**src/hw/isa_pkg.sv**
```systemverilog
package isa_pkg;

  // Widths fixed by the instruction set
  typedef logic [31:0] word_t;
  typedef logic [3:0]  reg_idx_t;
  typedef logic [15:0] imm_t;
  typedef logic [5:0]  op1_t;
  typedef logic [7:0]  op2_t;

  localparam word_t inst_size = 32'd4;

  // Primary opcodes
  localparam op1_t OP1_ALUR = 6'b000000;
  localparam op1_t OP1_BEQ  = 6'b001000;
  localparam op1_t OP1_BLT  = 6'b001001;
  localparam op1_t OP1_BLE  = 6'b001010;
  localparam op1_t OP1_BNE  = 6'b001011;
  localparam op1_t OP1_JAL  = 6'b001100;
  localparam op1_t OP1_LW   = 6'b010010;
  localparam op1_t OP1_SW   = 6'b011010;
  localparam op1_t OP1_ADDI = 6'b100000;
  localparam op1_t OP1_ANDI = 6'b100100;
  localparam op1_t OP1_ORI  = 6'b100101;
  localparam op1_t OP1_XORI = 6'b100110;

  // Secondary opcodes, only meaningful with OP1_ALUR
  localparam op2_t OP2_EQ   = 8'b00001000;
  localparam op2_t OP2_LT   = 8'b00001001;
  localparam op2_t OP2_LE   = 8'b00001010;
  localparam op2_t OP2_NE   = 8'b00001011;
  localparam op2_t OP2_ADD  = 8'b00100000;
  localparam op2_t OP2_AND  = 8'b00100100;
  localparam op2_t OP2_OR   = 8'b00100101;
  localparam op2_t OP2_XOR  = 8'b00100110;
  localparam op2_t OP2_SUB  = 8'b00101000;
  localparam op2_t OP2_NAND = 8'b00101100;
  localparam op2_t OP2_NOR  = 8'b00101101;
  localparam op2_t OP2_NXOR = 8'b00101110;
  localparam op2_t OP2_RSHF = 8'b00110000;
  localparam op2_t OP2_LSHF = 8'b00110001;

  // Decoded instruction
  typedef struct packed {
    op1_t     op1;
    op2_t     op2;
    reg_idx_t rs;
    reg_idx_t rt;
    reg_idx_t wreg;
    word_t    imm;
    logic     is_br;
    logic     is_jmp;
    logic     rd_mem;
    logic     wr_mem;
    logic     wr_reg;
  } dec_t;

endpackage
```
**src/hw/decoder.sv**
```systemverilog
module decoder
  import isa_pkg::*;
(
  input  word_t inst,
  output dec_t  dec
);

  op1_t     op1;
  op2_t     op2;
  imm_t     imm;
  reg_idx_t rd;
  reg_idx_t rs;
  reg_idx_t rt;
  logic     is_br;
  logic     wr_mem;

  // Field extraction, imm overlaps op2 and rd
  assign op1 = inst[31:26];
  assign op2 = inst[25:18];
  assign imm = inst[23:8];
  assign rd  = inst[11:8];
  assign rs  = inst[7:4];
  assign rt  = inst[3:0];

  assign is_br  = (op1 == OP1_BEQ) || (op1 == OP1_BLT) ||
                  (op1 == OP1_BLE) || (op1 == OP1_BNE);
  assign wr_mem = (op1 == OP1_SW);

  always_comb begin
    dec.op1    = op1;
    dec.op2    = op2;
    dec.rs     = rs;
    dec.rt     = rt;
    // ALUR writes rd, everything else writes rt
    dec.wreg   = (op1 == OP1_ALUR) ? rd : rt;
    dec.imm    = {{16{imm[15]}}, imm};
    dec.is_br  = is_br;
    dec.is_jmp = (op1 == OP1_JAL);
    dec.rd_mem = (op1 == OP1_LW);
    dec.wr_mem = wr_mem;
    dec.wr_reg = !(is_br || wr_mem);
  end

endmodule

```
**config.mk**
```make
export PLATFORM = sky130hd
export DESIGN_NAME = decoder
export DESIGN_NICKNAME = d
export VERILOG_FILES = /design/src/hw/isa_pkg.sv /design/src/hw/decoder.sv
export SDC_FILE = /design/constraint.sdc
export NUM_CORES = 1
export LEC_CHECK = 0
export BUFFER_PORTS_ARGS = -buffer_cell sky130_fd_sc_hd__buf_2
export CAP_MARGIN = 40
export CORE_MARGIN = 2
export CORE_UTILIZATION = 28
export DETAILED_ROUTE_END_ITERATION = 6
export GPL_ROUTABILITY_DRIVEN = 1
export GPL_TIMING_DRIVEN = 0
export PLACE_DENSITY = 0.94
export SLEW_MARGIN = 20
export SYNTH_ARGS = -nofsm -noshare
export SYNTH_HDL_FRONTEND = slang
export SYNTH_SLANG_ARGS = --single-unit
```
**constraint.sdc**
```tcl
create_clock -name vclk -period 1
set_clock_uncertainty 0.15 [all_clocks]
set_input_delay 0.05 -clock vclk [all_inputs]
set_output_delay 0.05 -clock vclk [all_outputs]
set_load 0.01 [all_outputs]
```
==> key figures <==
Timing
  – Setup Viol. Count Final: 4
  – Worst Setup Slack, final: -0.0436 ns
  – Hold_ws: between 0.1 and 0.15 ns
  – Max frequency: 0.958 GHz
  – Min Tclk post-route: ~1.0 ns
  – Worst Tran Pin Value: roughly 0.22 ns
  – RSZ-0062 raised after global routing: true
  – Pins Over Slew Limit: 0
  – Hold Fails Final Rpt: 0
  – Rel. slew slack: 85.2%
  – Final Cycle Share: 104%

Floorplan
  – Die Y: around 48 µm
  – Die W: about 48 µm
  – CORE AREA: 0.00178 mm²
  – Overall die area: 0.00231 mm²
  – Initial Util: a little under a third
  – IO Pins: 95
  – Row cnt: 15

Synthesis
  – Mapped cell area: around 540 µm²
  – Syn Inst Count: 72
  – Seq/Total Area, Yosys: 0%
  – Synthesized Nets: about 100
  – Largest family of logic cells by synthesized area: buffers and inverters
  – Syn. warnings: 0
  – Synth Area in Adders: 0%
  – Mux cell area share after synthesis: around 8.3%
  – Syn Area/Cell: ~7.6 µm²
  – Synth Area in Compound Gates: 0%
  – Simple-gate share of the synthesized area: between 10% and 20%
  – Synth Area in XOR/XNOR: 0%
  – Yosys cell types: 10

Worst setup path
  – Crit Path Category: primary input to output pin
  – Cell family with most CP delay: multiplexers
  – Crit. End Element: output pin
  – CP max stage delay: 0.32 ns
  – WP data required: 0.80 ns
  – Worst Path Buf+Inv: 2
  – CP arrival: 0.84 ns
  – CP Launch Type: primary input
  – CP max-delay cell: mux2_4
  – CP max FO: 4
  – Worst path cell trace: buf_8 -> nor2_4 -> nand3_4 -> mux2_4 -> buf_6

Worst hold path
  – Hold WC Path Type: primary input to output pin

Final layout
  – Core Util, Final: between 60% and 70%
  – Most common cell after layout, fill and taps aside: buf_2
  – Fin area: ~0.0011 mm²
  – Antenna cells: 0
  – Area Overhead vs Synth: 101%
  – Most frequent cells in the layout: buf_2 (66), buf_4 (58), buf_6 (8), mux2_4 (4)
  – FF+latch count: 0
  – Layout Nets: around 180
  – Reg area: 0 µm²
  – Share of layout cells above drive strength 1: roughly 96%
  – Clock Buffer Count: 0

Drt
  – Vias/cell: approximately 3.7
  – # DRC: 0
  – Vias: ~650
  – DRT iter0 DRCs: 2
  – Wire length per cell: ~10 µm
  – DRT Pass-1 Iters: 4
  – Final ANT Viol Nets: 0
  – Post-Route WL: about 1700 µm

Place
  – DP HPWL: between 1000 and 1500 µm
  – Post-DP Area: approximately 960 µm²
  – Dpl ws: -0.136 ns
  – Routability congestion estimate: around 0.72
  – Port buffer count: slightly below 80

Run
  – Max cap viols: 0

Global route
  – Gr usage total: about an eighth
  – First-pass GRT wire length: around 2100 µm
  – Initial antenna violation count: 0
  – Grt ovf: 0
  – Largest net degree at the start of global routing: 19
  – Vias in the first global route: just over 500

Pwr
  – PwrDens: between 400 and 500 mW/mm²
  – Leakage: around 0.68 nW
  – Overall power: roughly 0.47 mW
  – Worst VDD drop: 0.222 mV

Run status
  – Status: complete, but fails checks
  – Violated checks: negative setup slack
## final cells by class
cell class,instances,area (µm²)
plain buffers,56,420
fillers,157,689
multi-input cells,16,176
well taps,25,31.3
repair buffers,78,465
## power by group
part	switching (mW)	leakage (nW)	internal [mW]
clock	0	0	0
combinational	0.178	0.676	0.290
sequential	0	0	0
total	0.178	0.676	0.290
## cell families after synthesis
kind of cell  after synthesis
simple gates               12
mux                         4
buf+inv                    56
## metrics by stage
step                std cells  TNS [ns]
floorplan                  72         0
global placement          174    -0.554
detailed placement        174    -0.622
CTS                       175    -0.173
global route              175    -0.292
finish                    175    -0.173
## cell usage after synthesis
master / n / area, µm²
and4_1: 1 / 8.76
and4_2: 1 / 10.0
buf_4: 56 / 420
mux2_1: 4 / 45.0
nand3_1: 1 / 5.00
nand3_2: 1 / 10.0
nor2_1: 3 / 11.3
nor2_2: 3 / 18.8
nor2b_1: 1 / 6.26
nor4b_1: 1 / 8.76
## metal layers
layer  track usage [%]  vias to the layer above  wire [µm]
met3             0.370                        2        151
met5                 0                        -          0
met4              2.70                        0         24
met1              12.7                      275        508
li1                  -                      330          -
met2              25.3                       38       1030
## repair_timing
action | CTS | global route
pin swaps | 4 | 0
resized for setup | 27 | 2
setup buffers | 1 | 0
hold buffers | 0 | 0
endpoints found under the setup margin | 6 | 6
## worst paths after layout
kind | start | to | slack, ns | cells past startpoint
min | inst[4] | dec[45] | 0.13 | 2
max | inst[28] | dec[37] | -0.04 | 5
Note: power is estimated with default switching activity, not from simulation.
