<file path="config.mk">
export PLATFORM = sky130hd
export DESIGN_NAME = alu
export DESIGN_NICKNAME = d
export VERILOG_FILES = /design/src/hw/isa_pkg.sv /design/src/hw/alu.sv
export SDC_FILE = /design/constraint.sdc
export NUM_CORES = 1
export LEC_CHECK = 0
export BUFFER_PORTS_ARGS = -buffer_cell sky130_fd_sc_hd__buf_2
export CAP_MARGIN = 25
export CORE_MARGIN = 10
export CORE_UTILIZATION = 45
export DETAILED_ROUTE_END_ITERATION = 7
export PLACE_DENSITY_LB_ADDON = 0.2
export REMOVE_ABC_BUFFERS = 1
export SLEW_MARGIN = 20
export SYNTH_ARGS = -nofsm -noshare
export SYNTH_HDL_FRONTEND = slang
export SYNTH_SLANG_ARGS = --single-unit
</file>
<file path="constraint.sdc">
create_clock -name vclk -period 5.6
set_input_delay 1.12 -clock vclk [all_inputs]
set_output_delay 1.12 -clock vclk [all_outputs]
set_load 0.005 [all_outputs]
</file>
<file path="src/hw/isa_pkg.sv">
package isa_pkg;

  // Widths fixed by the instruction set
  typedef logic [31:0] word_t;
  typedef logic [3:0]  reg_idx_t;
  typedef logic [15:0] imm_t;
  typedef logic [5:0]  op1_t;
  typedef logic [7:0]  op2_t;

  localparam word_t inst_size = 32'd4;

  // Primary opcodes
  localparam op1_t OP1_ALUR = 6'b000000;
  localparam op1_t OP1_BEQ  = 6'b001000;
  localparam op1_t OP1_BLT  = 6'b001001;
  localparam op1_t OP1_BLE  = 6'b001010;
  localparam op1_t OP1_BNE  = 6'b001011;
  localparam op1_t OP1_JAL  = 6'b001100;
  localparam op1_t OP1_LW   = 6'b010010;
  localparam op1_t OP1_SW   = 6'b011010;
  localparam op1_t OP1_ADDI = 6'b100000;
  localparam op1_t OP1_ANDI = 6'b100100;
  localparam op1_t OP1_ORI  = 6'b100101;
  localparam op1_t OP1_XORI = 6'b100110;

  // Secondary opcodes, only meaningful with OP1_ALUR
  localparam op2_t OP2_EQ   = 8'b00001000;
  localparam op2_t OP2_LT   = 8'b00001001;
  localparam op2_t OP2_LE   = 8'b00001010;
  localparam op2_t OP2_NE   = 8'b00001011;
  localparam op2_t OP2_ADD  = 8'b00100000;
  localparam op2_t OP2_AND  = 8'b00100100;
  localparam op2_t OP2_OR   = 8'b00100101;
  localparam op2_t OP2_XOR  = 8'b00100110;
  localparam op2_t OP2_SUB  = 8'b00101000;
  localparam op2_t OP2_NAND = 8'b00101100;
  localparam op2_t OP2_NOR  = 8'b00101101;
  localparam op2_t OP2_NXOR = 8'b00101110;
  localparam op2_t OP2_RSHF = 8'b00110000;
  localparam op2_t OP2_LSHF = 8'b00110001;

  // Decoded instruction
  typedef struct packed {
    op1_t     op1;
    op2_t     op2;
    reg_idx_t rs;
    reg_idx_t rt;
    reg_idx_t wreg;
    word_t    imm;
    logic     is_br;
    logic     is_jmp;
    logic     rd_mem;
    logic     wr_mem;
    logic     wr_reg;
  } dec_t;

endpackage
</file>
<file path="src/hw/alu.sv">
module alu
  import isa_pkg::*;
(
  input  dec_t  dec,
  input  word_t pc,
  input  word_t rv1,
  input  word_t rv2,
  output word_t alu_out
);

  logic signed [31:0] a;
  logic signed [31:0] b;

  assign a = rv1;
  assign b = rv2;

  always_comb begin
    alu_out = '0;
    case (dec.op1)
      OP1_ALUR: begin
        case (dec.op2)
          // Comparisons are signed and give 0 or 1
          OP2_EQ:   alu_out = {31'b0, a == b};
          OP2_LT:   alu_out = {31'b0, a < b};
          OP2_LE:   alu_out = {31'b0, a <= b};
          OP2_NE:   alu_out = {31'b0, a != b};
          OP2_ADD:  alu_out = rv1 + rv2;
          OP2_SUB:  alu_out = rv1 - rv2;
          OP2_AND:  alu_out = rv1 & rv2;
          OP2_OR:   alu_out = rv1 | rv2;
          OP2_XOR:  alu_out = rv1 ^ rv2;
          OP2_NAND: alu_out = ~(rv1 & rv2);
          OP2_NOR:  alu_out = ~(rv1 | rv2);
          OP2_NXOR: alu_out = ~(rv1 ^ rv2);
          OP2_RSHF: alu_out = a >>> rv2;
          OP2_LSHF: alu_out = rv1 << rv2;
          default:  alu_out = '0;
        endcase
      end
      // Address generation shares the adder with ADDI
      OP1_LW, OP1_SW, OP1_ADDI: alu_out = rv1 + dec.imm;
      OP1_ANDI: alu_out = rv1 & dec.imm;
      OP1_ORI:  alu_out = rv1 | dec.imm;
      OP1_XORI: alu_out = rv1 ^ dec.imm;
      // Link value
      OP1_JAL:  alu_out = pc + inst_size;
      default:  alu_out = '0;
    endcase
  end

endmodule

</file>
==> flow_summary.json <==
{
  "status": "complete, no violations",
  "die_x_um": 195,
  "grt_remaining_overflow": 0,
  "drv_cap": 0,
  "track_usage_pct": 38.1,
  "finalSetupTns_ns": 0,
  "core_um2": 30000,
  "cp_cell_sequence": "buf_2, inv_1, ha_1, inv_2, o31ai_1, a22oi_1, nand3_1, buf_4, a311oi_2, nor3_1, nor3b_1, nor4_1, o31ai_1, buf_2",
  "drive_above_1_share_pct": 23.1,
  "min_period_ns": 5.55,
  "numPortBuffers": 174,
  "finalHoldViolCount": 0,
  "crit_family": "simple AND/OR/NAND/NOR gates",
  "die_area_um2": 38000,
  "nets": 2608,
  "drtIter0Drc": 2790,
  "num_io_pins": 191,
  "critical-path-max-stage-delay_ns": 0.50,
  "synth_top_family_by_area": "compound AO/OA/AOI/OAI gates",
  "yosysSeqAreaShare_pct": 0,
  "dpl_worst_slack_ns": 0.110,
  "synthToLayoutAreaGrowth_pct": 20.3,
  "grt_max_degree": 77,
  "nFillCells": 3015,
  "synth-compound-area-share_pct": 34.1,
  "synthAdderAreaFrac_pct": 15.1,
  "cp.depth": 14,
  "wl_per_cell_um": 29.2,
  "leakagePower_nw": 7.55,
  "start_util_pct": 46.0,
  "chipHeight_um": 195,
  "dp_hpwl_um": 63400,
  "seqCellArea_um2": 0,
  "synth.cell_area_um2": 13800,
  "drc_errors": 0,
  "p_per_area_nw_per_um2": 92.1,
  "slew_violations": 0,
  "path_class": "primary input to primary output",
  "cp_max_fo": 7,
  "vdd_drop_max_uv": 51.4,
  "critPathCapture": "alu_out[31]",
  "synthMuxAreaShare_pct": 15.1,
  "slowest_stage": "ha_1",
  "synth_top_area_share_pct": 14.6,
  "required_ns": 4.48,
  "total_power_mw": 1.53,
  "setup_viol": 0,
  "hold_slack_ns": 2.67,
  "yosys.area_share.simple_pct": 21.1,
  "vias_per_cell": 6.91,
  "cp-startpoint": "rv1[16]",
  "synth.avg_cell_area_um2": 6.84,
  "worst_slew_pin_slew_ns": 0.967,
  "grt_pass1_vias": 17258,
  "synthXorXnorAreaFrac_pct": 5.85,
  "antenna_found_initial": 6,
  "place_area_um2": 16500,
  "design_area_um2": 16600,
  "yosysUniqueCellTypes": 93,
  "cts_hold_buf": 0,
  "vias": 18469,
  "rsz0062_at_grt": "true",
  "start_kind": "primary input",
  "ant_nets": 0,
  "dp.cells": 2671,
  "nClkBuffers": 0,
  "seq_cell_count": 0,
  "grt_pass1_wl_um": 113000,
  "synth.most_common_cell": "nand2_1",
  "max_freq_mhz": 180,
  "crit_arrival_ns": 4.43,
  "hp-class": "primary input to primary output",
  "synthTopCellsByArea": "ha_1, mux4_2, mux2i_1",
  "rows": 63,
  "worst-path-buf-inv": 5,
  "dr.pass1.iters": 7,
  "setup_slack_ns": 0.0529,
  "yosys_warnings": 0,
  "end_kind": "primary output",
  "fin_crit_sh_pct": 99.1,
  "totalWireLength_um": 78000,
  "synth_common_cells": "nand2_1, nor2_1, a21oi_1, ha_1, inv_1",
  "syn_inst": 2013,
  "gp_congestion": 1.09,
  "relSlewSlack_pct": 35.5,
  "post-route-util_pct": 55.3,
  "final_cells": 2674,
  "synth_area_leader_cell": "ha_1"
}
tightest hold or removal path, cell delays in order:
cell and delay (ns):
buf_2 0.08, a222oi_1 0.09, o2111ai_1 0.13, buf_2 0.13
cell usage in the layout (no fill, tap or decap), drive strengths merged, types with 12 or more instances in the layout:
cell type / n
a21oi: 163
nand4: 20
mux4: 46
mux2: 16
a22oi: 13
buf: 427
mux2i: 86
nor3: 41
nand2: 180
and3: 21
o22ai: 45
o21bai: 22
ha: 161
a222oi: 12
o211ai: 29
o31ai: 19
a221oi: 22
nor2: 179
a21o: 30
a221o: 20
inv: 147
o21ai: 136
nand2b: 18
nand3: 46
a211oi: 31
nor2b: 12
a31oi: 23
nor4: 31
xnor2: 71
o221ai: 23
xor2: 21
repair_timing:
item,in CTS,in global routing
buffers inserted,0,2
resized for setup,0,14
hold endpoints to repair,0,0
setup endpoints to repair,0,14
worst min path at each step:
stage | startpoint | to | slack, ns | cells past startpoint
final | pc[1] | alu_out[1] | 2.67 | 4
after global routing | pc[1] | alu_out[1] | 2.69 | 4
after CTS | pc[1] | alu_out[1] | 2.67 | 4
after detailed placement | pc[1] | alu_out[1] | 2.67 | 4
after global placement | pc[1] | alu_out[1] | 2.66 | 4
after floorplan | dec[57] | alu_out[3] | 2.40 | 2
final cells by class:
cell class | count | area (um2) | share of cell area, %
well taps | 390 | 488 | 2.95
multi-input cells | 1708 | 12700 | 76.4
diodes | 1 | 2.50 | 0.0151
inverters | 148 | 556 | 3.35
repair buffers | 427 | 2860 | 17.3
metal layers:
layer	part of all wire [%]	vias to the layer above	GRT usage, %	routed length, um
li1	-	8097	-	-
met1	39	8802	49.7	30200
met2	43	1335	59.2	33900
met3	13	229	10.0	10400
met4	4.5	6	13.4	3530
met5	0.044	-	0	34
logic make-up (layout without fill, tap and decap cells):
kind of cell | Yosys count | count (layout)
buffers and inverters | 305 | 575
AOI/OAI and AO/OA | 693 | 693
adders and majority gates | 165 | 165
muxes | 148 | 148
other | 0 | 1
and+or+nand+nor | 610 | 610
xor gates and xnor gates | 92 | 92
power by group:
| group | leakage [nW] | switching (mW) | internal (mW) |
|---|---|---|---|
| logic | 7.55 | 0.931 | 0.594 |
| registers | 0 | 0 | 0 |
| clock network | 0.00000327 | 0 | 0.00000000000153 |
No activity file was read; power rests on OpenSTA's default activity.
