### src/hw/isa_pkg.sv
package isa_pkg;

  // Widths fixed by the instruction set
  typedef logic [31:0] word_t;
  typedef logic [3:0]  reg_idx_t;
  typedef logic [15:0] imm_t;
  typedef logic [5:0]  op1_t;
  typedef logic [7:0]  op2_t;

  localparam word_t inst_size = 32'd4;

  // Primary opcodes
  localparam op1_t OP1_ALUR = 6'b000000;
  localparam op1_t OP1_BEQ  = 6'b001000;
  localparam op1_t OP1_BLT  = 6'b001001;
  localparam op1_t OP1_BLE  = 6'b001010;
  localparam op1_t OP1_BNE  = 6'b001011;
  localparam op1_t OP1_JAL  = 6'b001100;
  localparam op1_t OP1_LW   = 6'b010010;
  localparam op1_t OP1_SW   = 6'b011010;
  localparam op1_t OP1_ADDI = 6'b100000;
  localparam op1_t OP1_ANDI = 6'b100100;
  localparam op1_t OP1_ORI  = 6'b100101;
  localparam op1_t OP1_XORI = 6'b100110;

  // Secondary opcodes, only meaningful with OP1_ALUR
  localparam op2_t OP2_EQ   = 8'b00001000;
  localparam op2_t OP2_LT   = 8'b00001001;
  localparam op2_t OP2_LE   = 8'b00001010;
  localparam op2_t OP2_NE   = 8'b00001011;
  localparam op2_t OP2_ADD  = 8'b00100000;
  localparam op2_t OP2_AND  = 8'b00100100;
  localparam op2_t OP2_OR   = 8'b00100101;
  localparam op2_t OP2_XOR  = 8'b00100110;
  localparam op2_t OP2_SUB  = 8'b00101000;
  localparam op2_t OP2_NAND = 8'b00101100;
  localparam op2_t OP2_NOR  = 8'b00101101;
  localparam op2_t OP2_NXOR = 8'b00101110;
  localparam op2_t OP2_RSHF = 8'b00110000;
  localparam op2_t OP2_LSHF = 8'b00110001;

  // Decoded instruction
  typedef struct packed {
    op1_t     op1;
    op2_t     op2;
    reg_idx_t rs;
    reg_idx_t rt;
    reg_idx_t wreg;
    word_t    imm;
    logic     is_br;
    logic     is_jmp;
    logic     rd_mem;
    logic     wr_mem;
    logic     wr_reg;
  } dec_t;

endpackage
### src/hw/reg_file.sv
module reg_file
  import isa_pkg::*;
(
  input  logic  clk,
  input  logic  reset,
  input  logic  run,
  input  dec_t  dec,
  input  word_t wb_data,
  output word_t rv1,
  output word_t rv2
);

  word_t regs [16];

  always_ff @(posedge clk or posedge reset) begin
    if (reset) begin
      for (int i = 0; i < 16; i++) begin
        regs[i] <= '0;
      end
    end else if (run && dec.wr_reg) begin
      regs[dec.wreg] <= wb_data;
    end
  end

  // Reads are combinational, rs on port 1 and rt on port 2
  assign rv1 = regs[dec.rs];
  assign rv2 = regs[dec.rt];

endmodule

### config.mk
export PLATFORM = sky130hd
export DESIGN_NAME = reg_file
export DESIGN_NICKNAME = d
export VERILOG_FILES = /design/src/hw/isa_pkg.sv /design/src/hw/reg_file.sv
export SDC_FILE = /design/constraint.sdc
export NUM_CORES = 1
export LEC_CHECK = 0
export BUFFER_PORTS_ARGS = -buffer_cell sky130_fd_sc_hd__buf_2
export CORE_ASPECT_RATIO = 1.5
export CORE_MARGIN = 2
export CORE_UTILIZATION = 45
export DETAILED_ROUTE_END_ITERATION = 10
export HOLD_SLACK_MARGIN = 0.02
export PLACE_DENSITY = 0.72
export SYNTH_ARGS = -nofsm -noshare
export SYNTH_HDL_FRONTEND = slang
export SYNTH_SLANG_ARGS = --single-unit
### constraint.sdc
create_clock -name clk -period 47.7 [get_ports clk]
set_input_delay 14.31 -clock clk [delete_from_list [all_inputs] [get_ports clk]]
set_output_delay 14.31 -clock clk [all_outputs]
set_load 0.1 [all_outputs]
==> results of run 1 <==
through the flow:
stage	util [%]	cell area (um^2)	hold WS, ns
floorplan	-	26900	0.470
detailed placement	47.4	27900	0.497
CTS	50.1	29500	0.511
finish	50.1	29500	0.513
global placement	47.4	27900	0.482
global route	50.1	29500	0.533
kinds of logic (layout without fill, tap and decap cells):
family                 after synthesis  count (layout)  share of synthesized area, %
other                                0               3                             0
buffers and inverters              173             232                          3.34
AO/OA/AOI/OAI                      128             128                          3.58
multiplexers                       768             768                          43.8
flip-flops                         512             512                          47.7
AND/OR/NAND/NOR                     96              96                          1.55
area by class of cell:
type | instances | area (um^2) | share of cell area, %
Multi-Input combinational cell | 992 | 13300 | 45.0
Sequential cell | 512 | 12800 | 43.4
Clock buffer | 75 | 1430 | 4.85
Tap cell | 777 | 972 | 3.29
Timing Repair Buffer | 145 | 853 | 2.89
Clock inverter | 11 | 139 | 0.471
Inverter | 1 | 11.3 | 0.0382
Antenna cell | 3 | 7.51 | 0.0254
layout by cell type, fill, tap and decap left out, types with 2 or more instances in the layout:
| cell | instances |
|---|---|
| nand2_1 | 65 |
| mux2_1 | 5 |
| buf_4 | 33 |
| clkinv_2 | 5 |
| buf_2 | 107 |
| buf_6 | 2 |
| nand2b_2 | 2 |
| mux2_4 | 64 |
| bufinv_16 | 2 |
| and2_2 | 2 |
| nor2_4 | 11 |
| nor2b_4 | 5 |
| nand2b_1 | 2 |
| nand4b_1 | 2 |
| mux2_2 | 443 |
| clkbuf_8 | 15 |
| mux4_2 | 256 |
| dfrtp_1 | 512 |
| clkbuf_1 | 14 |
| a22oi_1 | 128 |
| diode_2 | 3 |
| or3_2 | 3 |
| clkbuf_16 | 48 |
path summary, 6_finish.rpt:
path	start	end	depth (start not counted)
max in group asynchronous	reset	regs[175]	4
max reg2reg	regs[465]	regs[465]	1
max	dec[41]	rv2[3]	6
min in group asynchronous	reset	regs[416]	2
min reg2reg	regs[412]	regs[412]	1
min	regs[412]	regs[412]	1
critical path, delay by kind of cell:
family | cells | cell delay [ns]
compound gates | 1 | 0.27
buf+inv | 3 | 1.72
mux | 1 | 0.59
simple gates | 1 | 0.18
power groups by stage:
| stage | sequential (uW) | combinational, uW | clock [uW] |
|---|---|---|---|
| floorplan | 566 | 301 | 0 |
| global placement | 573 | 350 | 0 |
| detailed placement | 586 | 358 | 0 |
| CTS | 579 | 359 | 396 |
| global route | 591 | 375 | 410 |
| finish | 581 | 356 | 389 |
metal layers:
| metal | routed length, um | up-vias | track usage [%] |
|---|---|---|---|
| met3 | 4180 | 163 | 3.31 |
| met4 | 2660 | 8 | 9.02 |
| met1 | 28600 | 8772 | 30.7 |
| met2 | 35800 | 586 | 40.0 |
| li1 | - | 6576 | - |
| met5 | 46 | - | 0 |
==> results.py, run 1 <==
metrics = {
    "critical_path": {
        "slowest_delay_ns": 0.75,
        "cp_max_fo": 62,
        "end_kind": "output port",
        "critPathArrivalTime_ns": 17.15,
        "r2r_slack_ns": 46.88,
        "worstPathCellList": "clkbuf_8 > buf_4 > mux4_2 > a22oi_1 > nand2_1 > buf_2",
        "slowest_stage": "buf_4",
        "cp.required_ns": 33.39,
        "crit_type": "input port to output port",
        "startpoint_type": "input port",
    },
    "synthesis": {
        "yosysTopAreaCell": "dfrtp_1",
        "synthArstFlopShare_pct": 100,
        "synth.distinct_cells": 23,
        "synth_commonest_cells": "512 x dfrtp_1, 443 x mux2_2, 256 x mux4_2, 128 x a22oi_1, 78 x clkbuf_1",
        "synth.most_common_cell": "dfrtp_1",
        "syn_nets": 1775,
        "synth_edf_count": 0,
        "ys_seq_elements": 512,
        "yosys_warnings": 0,
        "syn_area_per_cell_um2": 16.0,
        "seq_area_frac_synth_pct": 47.7,
        "synth_ff_type": "dfrtp_1",
        "synth_area_leaders": "dfrtp_1 48%, mux4_2 21%, mux2_2 19%",
        "synth_area_um2": 26900,
        "synth_top_cell_area_share_pct": 47.7,
        "synthCells": 1677,
    },
    "global_routing": {
        "grt-ovfl-total": 0,
        "antenna_found_initial": 6,
        "grt_pass1_vias": 17400,
        "grt_pass1_wl_um": 108000,
        "gr-usage-all-layers_pct": 23.5,
        "grt_max_degree": 197,
    },
    "floorplanning": {
        "num_io_pins": 162,
        "start_util_pct": 45.6,
        "rows": 109,
        "dieArea_um2": 61700,
        "dieWidth_um": 203,
        "core_um2": 58900,
        "die_h_um": 303,
    },
    "clocking": {
        "cts_setup_buffers": 0,
        "cts_tree": "done",
        "htreeDepth": 2,
        "cts.clk_slew.worst_paths_ns": 0.06,
        "cts_hold_buf": 0,
        "clock-root-buffer": "clkbuf_16",
        "cts.sinks": 512,
        "clock_path_buffers": 3,
        "numCtsBuffers": 48,
        "clock_latency_ns": 0.57,
        "cts_resized": 0,
    },
    "power_and_ir_drop": {
        "seqPwrFrac_pct": 43.8,
        "p_comb_share_pct": 26.8,
        "leakagePower_uw": 0.0130,
        "vdd_drop_max_v": 0.0000257,
        "internal_power_uw": 901,
        "finalPower_uw": 1320,
        "p_sw_share_pct": 32.0,
        "powerDensity_nw_per_um2": 44.9,
        "switchingPower_uw": 423,
        "clock_power_share_pct": 29.3,
    },
    "detailed_routing": {
        "drt_pass1_iterations": 5,
        "wl_per_cell_um": 28.3,
        "totalWireLength_um": 71300,
        "num_vias": 16100,
        "drt_first_iter_violations": 1245,
        "final_antenna_net_count": 0,
        "drcViolationCount": 0,
        "via_per_inst": 6.40,
    },
    "timing": {
        "fmax_mhz": 31.8,
        "finalHoldViolations": 0,
        "tns_ns": 0,
        "worstMarginPinSlew_ns": 1.08,
        "setup_viol": 0,
        "period_share_pct": 65.9,
        "slew_headroom_pct": 28.0,
        "finalCriticalPeriod_ns": 31.46,
        "maxSlewViolCount": 0,
        "finClkSkew_ns": 0,
        "rsz0062_at_grt": "false",
        "timing.final.ws_setup_ns": 16.24,
    },
    "placed_design": {
        "portBuffers": 111,
        "pre_cts_slack_ns": 16.21,
        "routabilityCongestion": 0.723,
        "place_inst": 2427,
        "dpl.hpwl_um": 38700,
    },
    "run": {
        "cap_violations": 0,
    },
    "min_path": {
        "min_path_type": "flip-flop to flip-flop",
    },
    "finish": {
        "drive_above_1_share_pct": 57.9,
        "top_register": "regs",
        "fin_nets": 1798,
        "reg_top3": "regs (512)",
        "n_fill_cell": 4918,
        "largest_register_ffs": 512,
        "finalNonFillerCells": 2516,
        "area_growth_syn_to_layout_pct": 9.88,
    },
    "status": {
        "status": "finished, final reports clean",
    },
}
No activity file was read; power rests on OpenSTA's default activity.
==> inputs of run 2 (changes only) <==
--- a/config.mk
+++ b/config.mk
@@ -11,7 +11,7 @@
 export CORE_UTILIZATION = 45
 export DETAILED_ROUTE_END_ITERATION = 10
 export HOLD_SLACK_MARGIN = 0.02
-export PLACE_DENSITY = 0.72
+export PLACE_DENSITY = 0.74
 export SYNTH_ARGS = -nofsm -noshare
 export SYNTH_HDL_FRONTEND = slang
 export SYNTH_SLANG_ARGS = --single-unit
==> constraint.sdc (replaced) <==
create_clock -name clk -period 28.3 [get_ports clk]
set_input_delay 8.49 -clock clk [delete_from_list [all_inputs] [get_ports clk]]
set_output_delay 8.49 -clock clk [all_outputs]
set_load 0.1 [all_outputs]
==> results.py, run 2 (synthesis results as in run 1) <==
metrics = {
    "critical_path": {
        "critPathArrivalTime_ns": 12.05,
        "crit_type": "input port to output port",
        "slowest_delay_ns": 0.80,
        "cp.required_ns": 19.81,
        "worstRegToRegCells": 1,
        "path_buf_inv": 4,
        "path_depth": 7,
        "reg2reg_from": "regs[466]",
        "slowest_stage": "buf_4",
        "worstPathCellList": "clkbuf_8 > buf_4 > buf_4 > mux4_2 > a22oi_1 > nand2_1 > buf_2",
        "critPathTopFamily": "buffers and inverters",
        "end_kind": "output port",
        "cp_max_fo": 60,
        "startpoint_type": "input port",
        "cpMostUsedCell": "buf_4",
        "cp-startpoint": "dec[41]",
    },
    "finish": {
        "finalNonFillerCells": 2514,
        "multi_input_area_um2": 13300,
        "largest_register_ffs": 512,
        "drive_above_1_share_pct": 57.9,
        "n_fill_cell": 4857,
        "final_common_cell": "dfrtp_1",
        "reg_top3": "regs (512)",
        "layout_common_cells": "512 x dfrtp_1, 443 x mux2_2, 256 x mux4_2",
        "utilization_pct": 50.0,
        "top_register": "regs",
        "ff_latch_area_um2": 12800,
        "area_growth_syn_to_layout_pct": 9.58,
        "fin_nets": 1799,
    },
    "clocking": {
        "clock_latency_ns": 0.56,
        "cts_hold_buf": 0,
        "cts_tree": "done",
        "cts.sinks": 512,
        "htreeDepth": 2,
        "clock_path_buffers": 3,
        "cts_setup_buffers": 0,
        "numCtsBuffers": 48,
        "clock-root-buffer": "clkbuf_16",
        "cts_resized": 0,
        "cts.clk_slew.worst_paths_ns": 0.06,
    },
    "detailed_routing": {
        "wl_met3_um": 3930,
        "wl_met1_um": 27000,
        "wl_per_cell_um": 28.6,
        "drt_first_iter_violations": 1075,
        "num_vias": 16100,
        "route.met2.wl_um": 37700,
        "drcViolationCount": 0,
        "totalWireLength_um": 71800,
        "final_antenna_net_count": 0,
        "via_per_inst": 6.39,
        "drt_pass1_iterations": 5,
        "top_layer": "met5",
    },
    "global_routing": {
        "antenna_found_initial": 6,
        "grt_max_degree": 137,
        "grt-ovfl-total": 0,
        "grt_pass1_vias": 17700,
        "grt_pass1_wl_um": 109000,
        "gr-usage-all-layers_pct": 23.6,
    },
    "min_path": {
        "hold_start": "regs[467]",
        "hold_depth": 1,
        "min_path_type": "flip-flop to flip-flop",
    },
    "placed_design": {
        "portBuffers": 111,
        "routabilityCongestion": 0.775,
        "place_inst": 2428,
        "dpl.hpwl_um": 39300,
    },
    "timing": {
        "worst_hold_slack_ns": 0.517,
        "fmax_mhz": 48.7,
        "finClkSkew_ns": 0,
        "finalHoldViolations": 0,
        "finalCriticalPeriod_ns": 20.54,
        "slew_headroom_pct": 24.2,
        "tns_ns": 0,
        "maxSlewViolCount": 0,
        "setup_viol": 0,
        "period_share_pct": 72.6,
        "worstMarginPinSlew_ns": 1.14,
        "rsz0062_at_grt": "false",
    },
    "power_and_ir_drop": {
        "p_sw_share_pct": 32.2,
        "switchingPower_uw": 714,
        "powerDensity_nw_per_um2": 75.2,
        "seqPwrFrac_pct": 44.3,
        "vdd_drop_max_v": 0.0000438,
        "p_comb_share_pct": 27.2,
        "internal_power_uw": 1500,
        "clock_power_share_pct": 28.6,
        "leakagePower_uw": 0.0129,
    },
    "floorplanning": {
        "num_io_pins": 162,
        "core_um2": 58900,
        "dieWidth_um": 203,
        "die_h_um": 303,
        "start_util_pct": 45.6,
        "dieArea_um2": 61700,
        "rows": 109,
    },
    "status": {
        "status": "finished, final reports clean",
    },
    "run": {
        "cap_violations": 0,
    },
}
run 2: final timing paths:
check	to	slack (ns)
max in group asynchronous	regs[109]	16.80
worst min register to register	regs[467]	0.52
worst max-delay path	rv2[26]	7.76
worst max register to register	regs[466]	27.46
min in group asynchronous	regs[258]	8.12
worst min-delay path	regs[467]	0.52
run 2: final cells by class:
cell class | count | share of cell area [%]
Multi-Input combinational cell | 992 | 45.1
Sequential cell | 512 | 43.5
Clock buffer | 69 | 4.55
Tap cell | 777 | 3.30
Timing Repair Buffer | 146 | 2.88
Clock inverter | 15 | 0.540
Inverter | 1 | 0.0383
Antenna cell | 2 | 0.0170
run 2: through the flow:
step | instance area, um^2 | power, uW | setup slack (ns)
after floorplan | 26900 | 1460 | 5.51
after global placement | 27900 | 1560 | 7.64
after detailed placement | 27900 | 1590 | 7.64
after CTS | 29400 | 2230 | 7.63
after global routing | 29400 | 2300 | 7.50
final | 29400 | 2210 | 7.76
run 2: layer usage:
| layer | up-vias | global-route usage, % |
|---|---|---|
| li1 | 6569 | - |
| met3 | 174 | 3.96 |
| met4 | 8 | 10.3 |
| met5 | - | 0 |
| met2 | 546 | 42.1 |
| met1 | 8759 | 28.1 |
run 2: power by group through the flow:
stage          sequential [uW]  clock [uW]  combinational [uW]
2_1_floorplan              954           0                 507
3_3_place_gp               966           0                 591
3_5_place_dp               989           0                 606
6_report                   980         633                 602
5_1_grt                    997         672                 634
4_1_cts                    976         643                 607
==> inputs of run 3 (changes only) <==
--- a/config.mk
+++ b/config.mk
@@ -11,7 +11,7 @@
 export CORE_UTILIZATION = 45
 export DETAILED_ROUTE_END_ITERATION = 10
 export HOLD_SLACK_MARGIN = 0.02
-export PLACE_DENSITY = 0.74
+export PLACE_DENSITY = 0.72
 export SYNTH_ARGS = -nofsm -noshare
 export SYNTH_HDL_FRONTEND = slang
 export SYNTH_SLANG_ARGS = --single-unit
==> constraint.sdc (replaced) <==
create_clock -name clk -period 20.8 [get_ports clk]
set_input_delay 6.24 -clock clk [delete_from_list [all_inputs] [get_ports clk]]
set_output_delay 6.24 -clock clk [all_outputs]
set_load 0.1 [all_outputs]
==> results.py, run 3 (synthesis results as in run 1) <==
metrics = {
    "status": {
        "status": "finished, final reports clean",
    },
    "floorplanning": {
        "rows": 109,
        "dieArea_um2": 61700,
        "num_io_pins": 162,
        "start_util_pct": 45.6,
        "dieWidth_um": 203,
        "die_h_um": 303,
        "core_um2": 58900,
    },
    "detailed_routing": {
        "drcViolationCount": 0,
        "drt_pass1_iterations": 5,
        "wl_per_cell_um": 29.0,
        "drt_first_iter_violations": 1347,
        "totalWireLength_um": 72800,
        "num_vias": 16200,
        "via_per_inst": 6.45,
        "final_antenna_net_count": 0,
    },
    "timing": {
        "rsz0062_at_grt": "false",
        "finalCriticalPeriod_ns": 15.43,
        "finClkSkew_ns": 0,
        "worstMarginPinSlew_ns": 1.15,
        "slew_headroom_pct": 23.1,
        "timing.final.ws_setup_ns": 5.37,
        "maxSlewViolCount": 0,
        "tns_ns": 0,
        "fmax_mhz": 64.8,
        "finalHoldViolations": 0,
        "period_share_pct": 74.2,
        "setup_viol": 0,
    },
    "placed_design": {
        "portBuffers": 111,
        "routabilityCongestion": 0.720,
        "dpl.hpwl_um": 39700,
        "place_inst": 2427,
        "pre_cts_slack_ns": 5.34,
    },
    "global_routing": {
        "grt_pass1_vias": 17800,
        "grt-ovfl-total": 0,
        "grt_pass1_wl_um": 111000,
        "antenna_found_initial": 6,
        "grt_max_degree": 198,
        "gr-usage-all-layers_pct": 24.1,
    },
    "clocking": {
        "cts_tree": "done",
        "cts_setup_buffers": 0,
        "cts_hold_buf": 0,
        "numCtsBuffers": 46,
        "cts_resized": 0,
        "clock_latency_ns": 0.57,
        "clock_path_buffers": 3,
        "cts.sinks": 512,
        "htreeDepth": 2,
        "clock-root-buffer": "clkbuf_16",
        "cts.clk_slew.worst_paths_ns": 0.06,
    },
    "critical_path": {
        "startpoint_type": "input port",
        "cp_max_fo": 51,
        "cp.required_ns": 14.56,
        "end_kind": "output port",
        "critPathArrivalTime_ns": 9.19,
        "crit_type": "input port to output port",
    },
    "power_and_ir_drop": {
        "leakagePower_uw": 0.0130,
        "vdd_drop_max_v": 0.0000558,
        "finalPower_uw": 3060,
        "powerDensity_nw_per_um2": 104,
    },
    "min_path": {
        "min_path_type": "flip-flop to flip-flop",
    },
    "run": {
        "cap_violations": 0,
    },
    "finish": {
        "layout_common_cells": "512 x dfrtp_1, 443 x mux2_2, 256 x mux4_2",
        "fin_nets": 1796,
        "final_common_cell": "dfrtp_1",
        "n_fill_cell": 4877,
        "finalNonFillerCells": 2510,
        "largest_register_ffs": 512,
        "area_growth_syn_to_layout_pct": 9.93,
        "reg_top3": "regs (512)",
        "drive_above_1_share_pct": 58.2,
        "top_register": "regs",
        "utilization_pct": 50.1,
    },
}
## run 3: cell types whose count changed in the layout (fill, tap and decap cells not counted), sizes merged
cell and delta:
clkbuf -1, clkinv -4, buf -1, bufinv +3
diode -1
## run 3: cell type report
cell class | instances | area, um^2 | share of cell area (%)
clock buffer | 68 | 1390 | 4.69
inverter | 1 | 11.3 | 0.0381
multi-input combinational | 992 | 13300 | 45.0
clock inverter | 14 | 206 | 0.699
sequential | 512 | 12800 | 43.4
timing repair buffer | 145 | 853 | 2.89
tap | 777 | 972 | 3.29
antenna | 1 | 2.50 | 0.00848
## run 3: per-layer routing
layer / GRT usage, % / up-vias / wire, um
li1: - / 6568 / -
met5: 0 / - / 40
met3: 3.11 / 152 / 4330
met2: 41.8 / 607 / 37200
met1: 31.2 / 8847 / 28600
met4: 9.02 / 8 / 2560
## run 3: per-stage QoR
step	hold slack, ns	instance area (um^2)
3_3_place_gp	0.486	27900
2_1_floorplan	0.470	26900
3_5_place_dp	0.501	27900
5_1_grt	0.536	29500
4_1_cts	0.518	29500
6_report	0.520	29500
## run 3: report_power, final
| group | internal [uW] | leakage, uW | switching (uW) | total, uW |
|---|---|---|---|---|
| Sequential | 1190 | 0.00655 | 143 | 1330 |
| Combinational | 376 | 0.00564 | 440 | 816 |
| Clock | 523 | 0.000777 | 385 | 908 |
| Total | 2090 | 0.0130 | 967 | 3060 |
## run 3: critical path: stages
cell and delay, ns:
clkbuf_8 0.54, buf_4 0.93, mux4_2 0.60, a22oi_1 0.27, nand2_1 0.17, buf_2 0.33
## run 3: final timing paths
check,from,to,slack (ns),cells after the start
max,dec[41],rv2[3],5.37,6
min,regs[422],regs[422],0.52,1
max reg2reg,regs[466],regs[466],19.99,1
min reg2reg,regs[422],regs[422],0.52,1
max in group asynchronous,reset,regs[89],12.63,4
min in group asynchronous,reset,regs[480],5.79,2
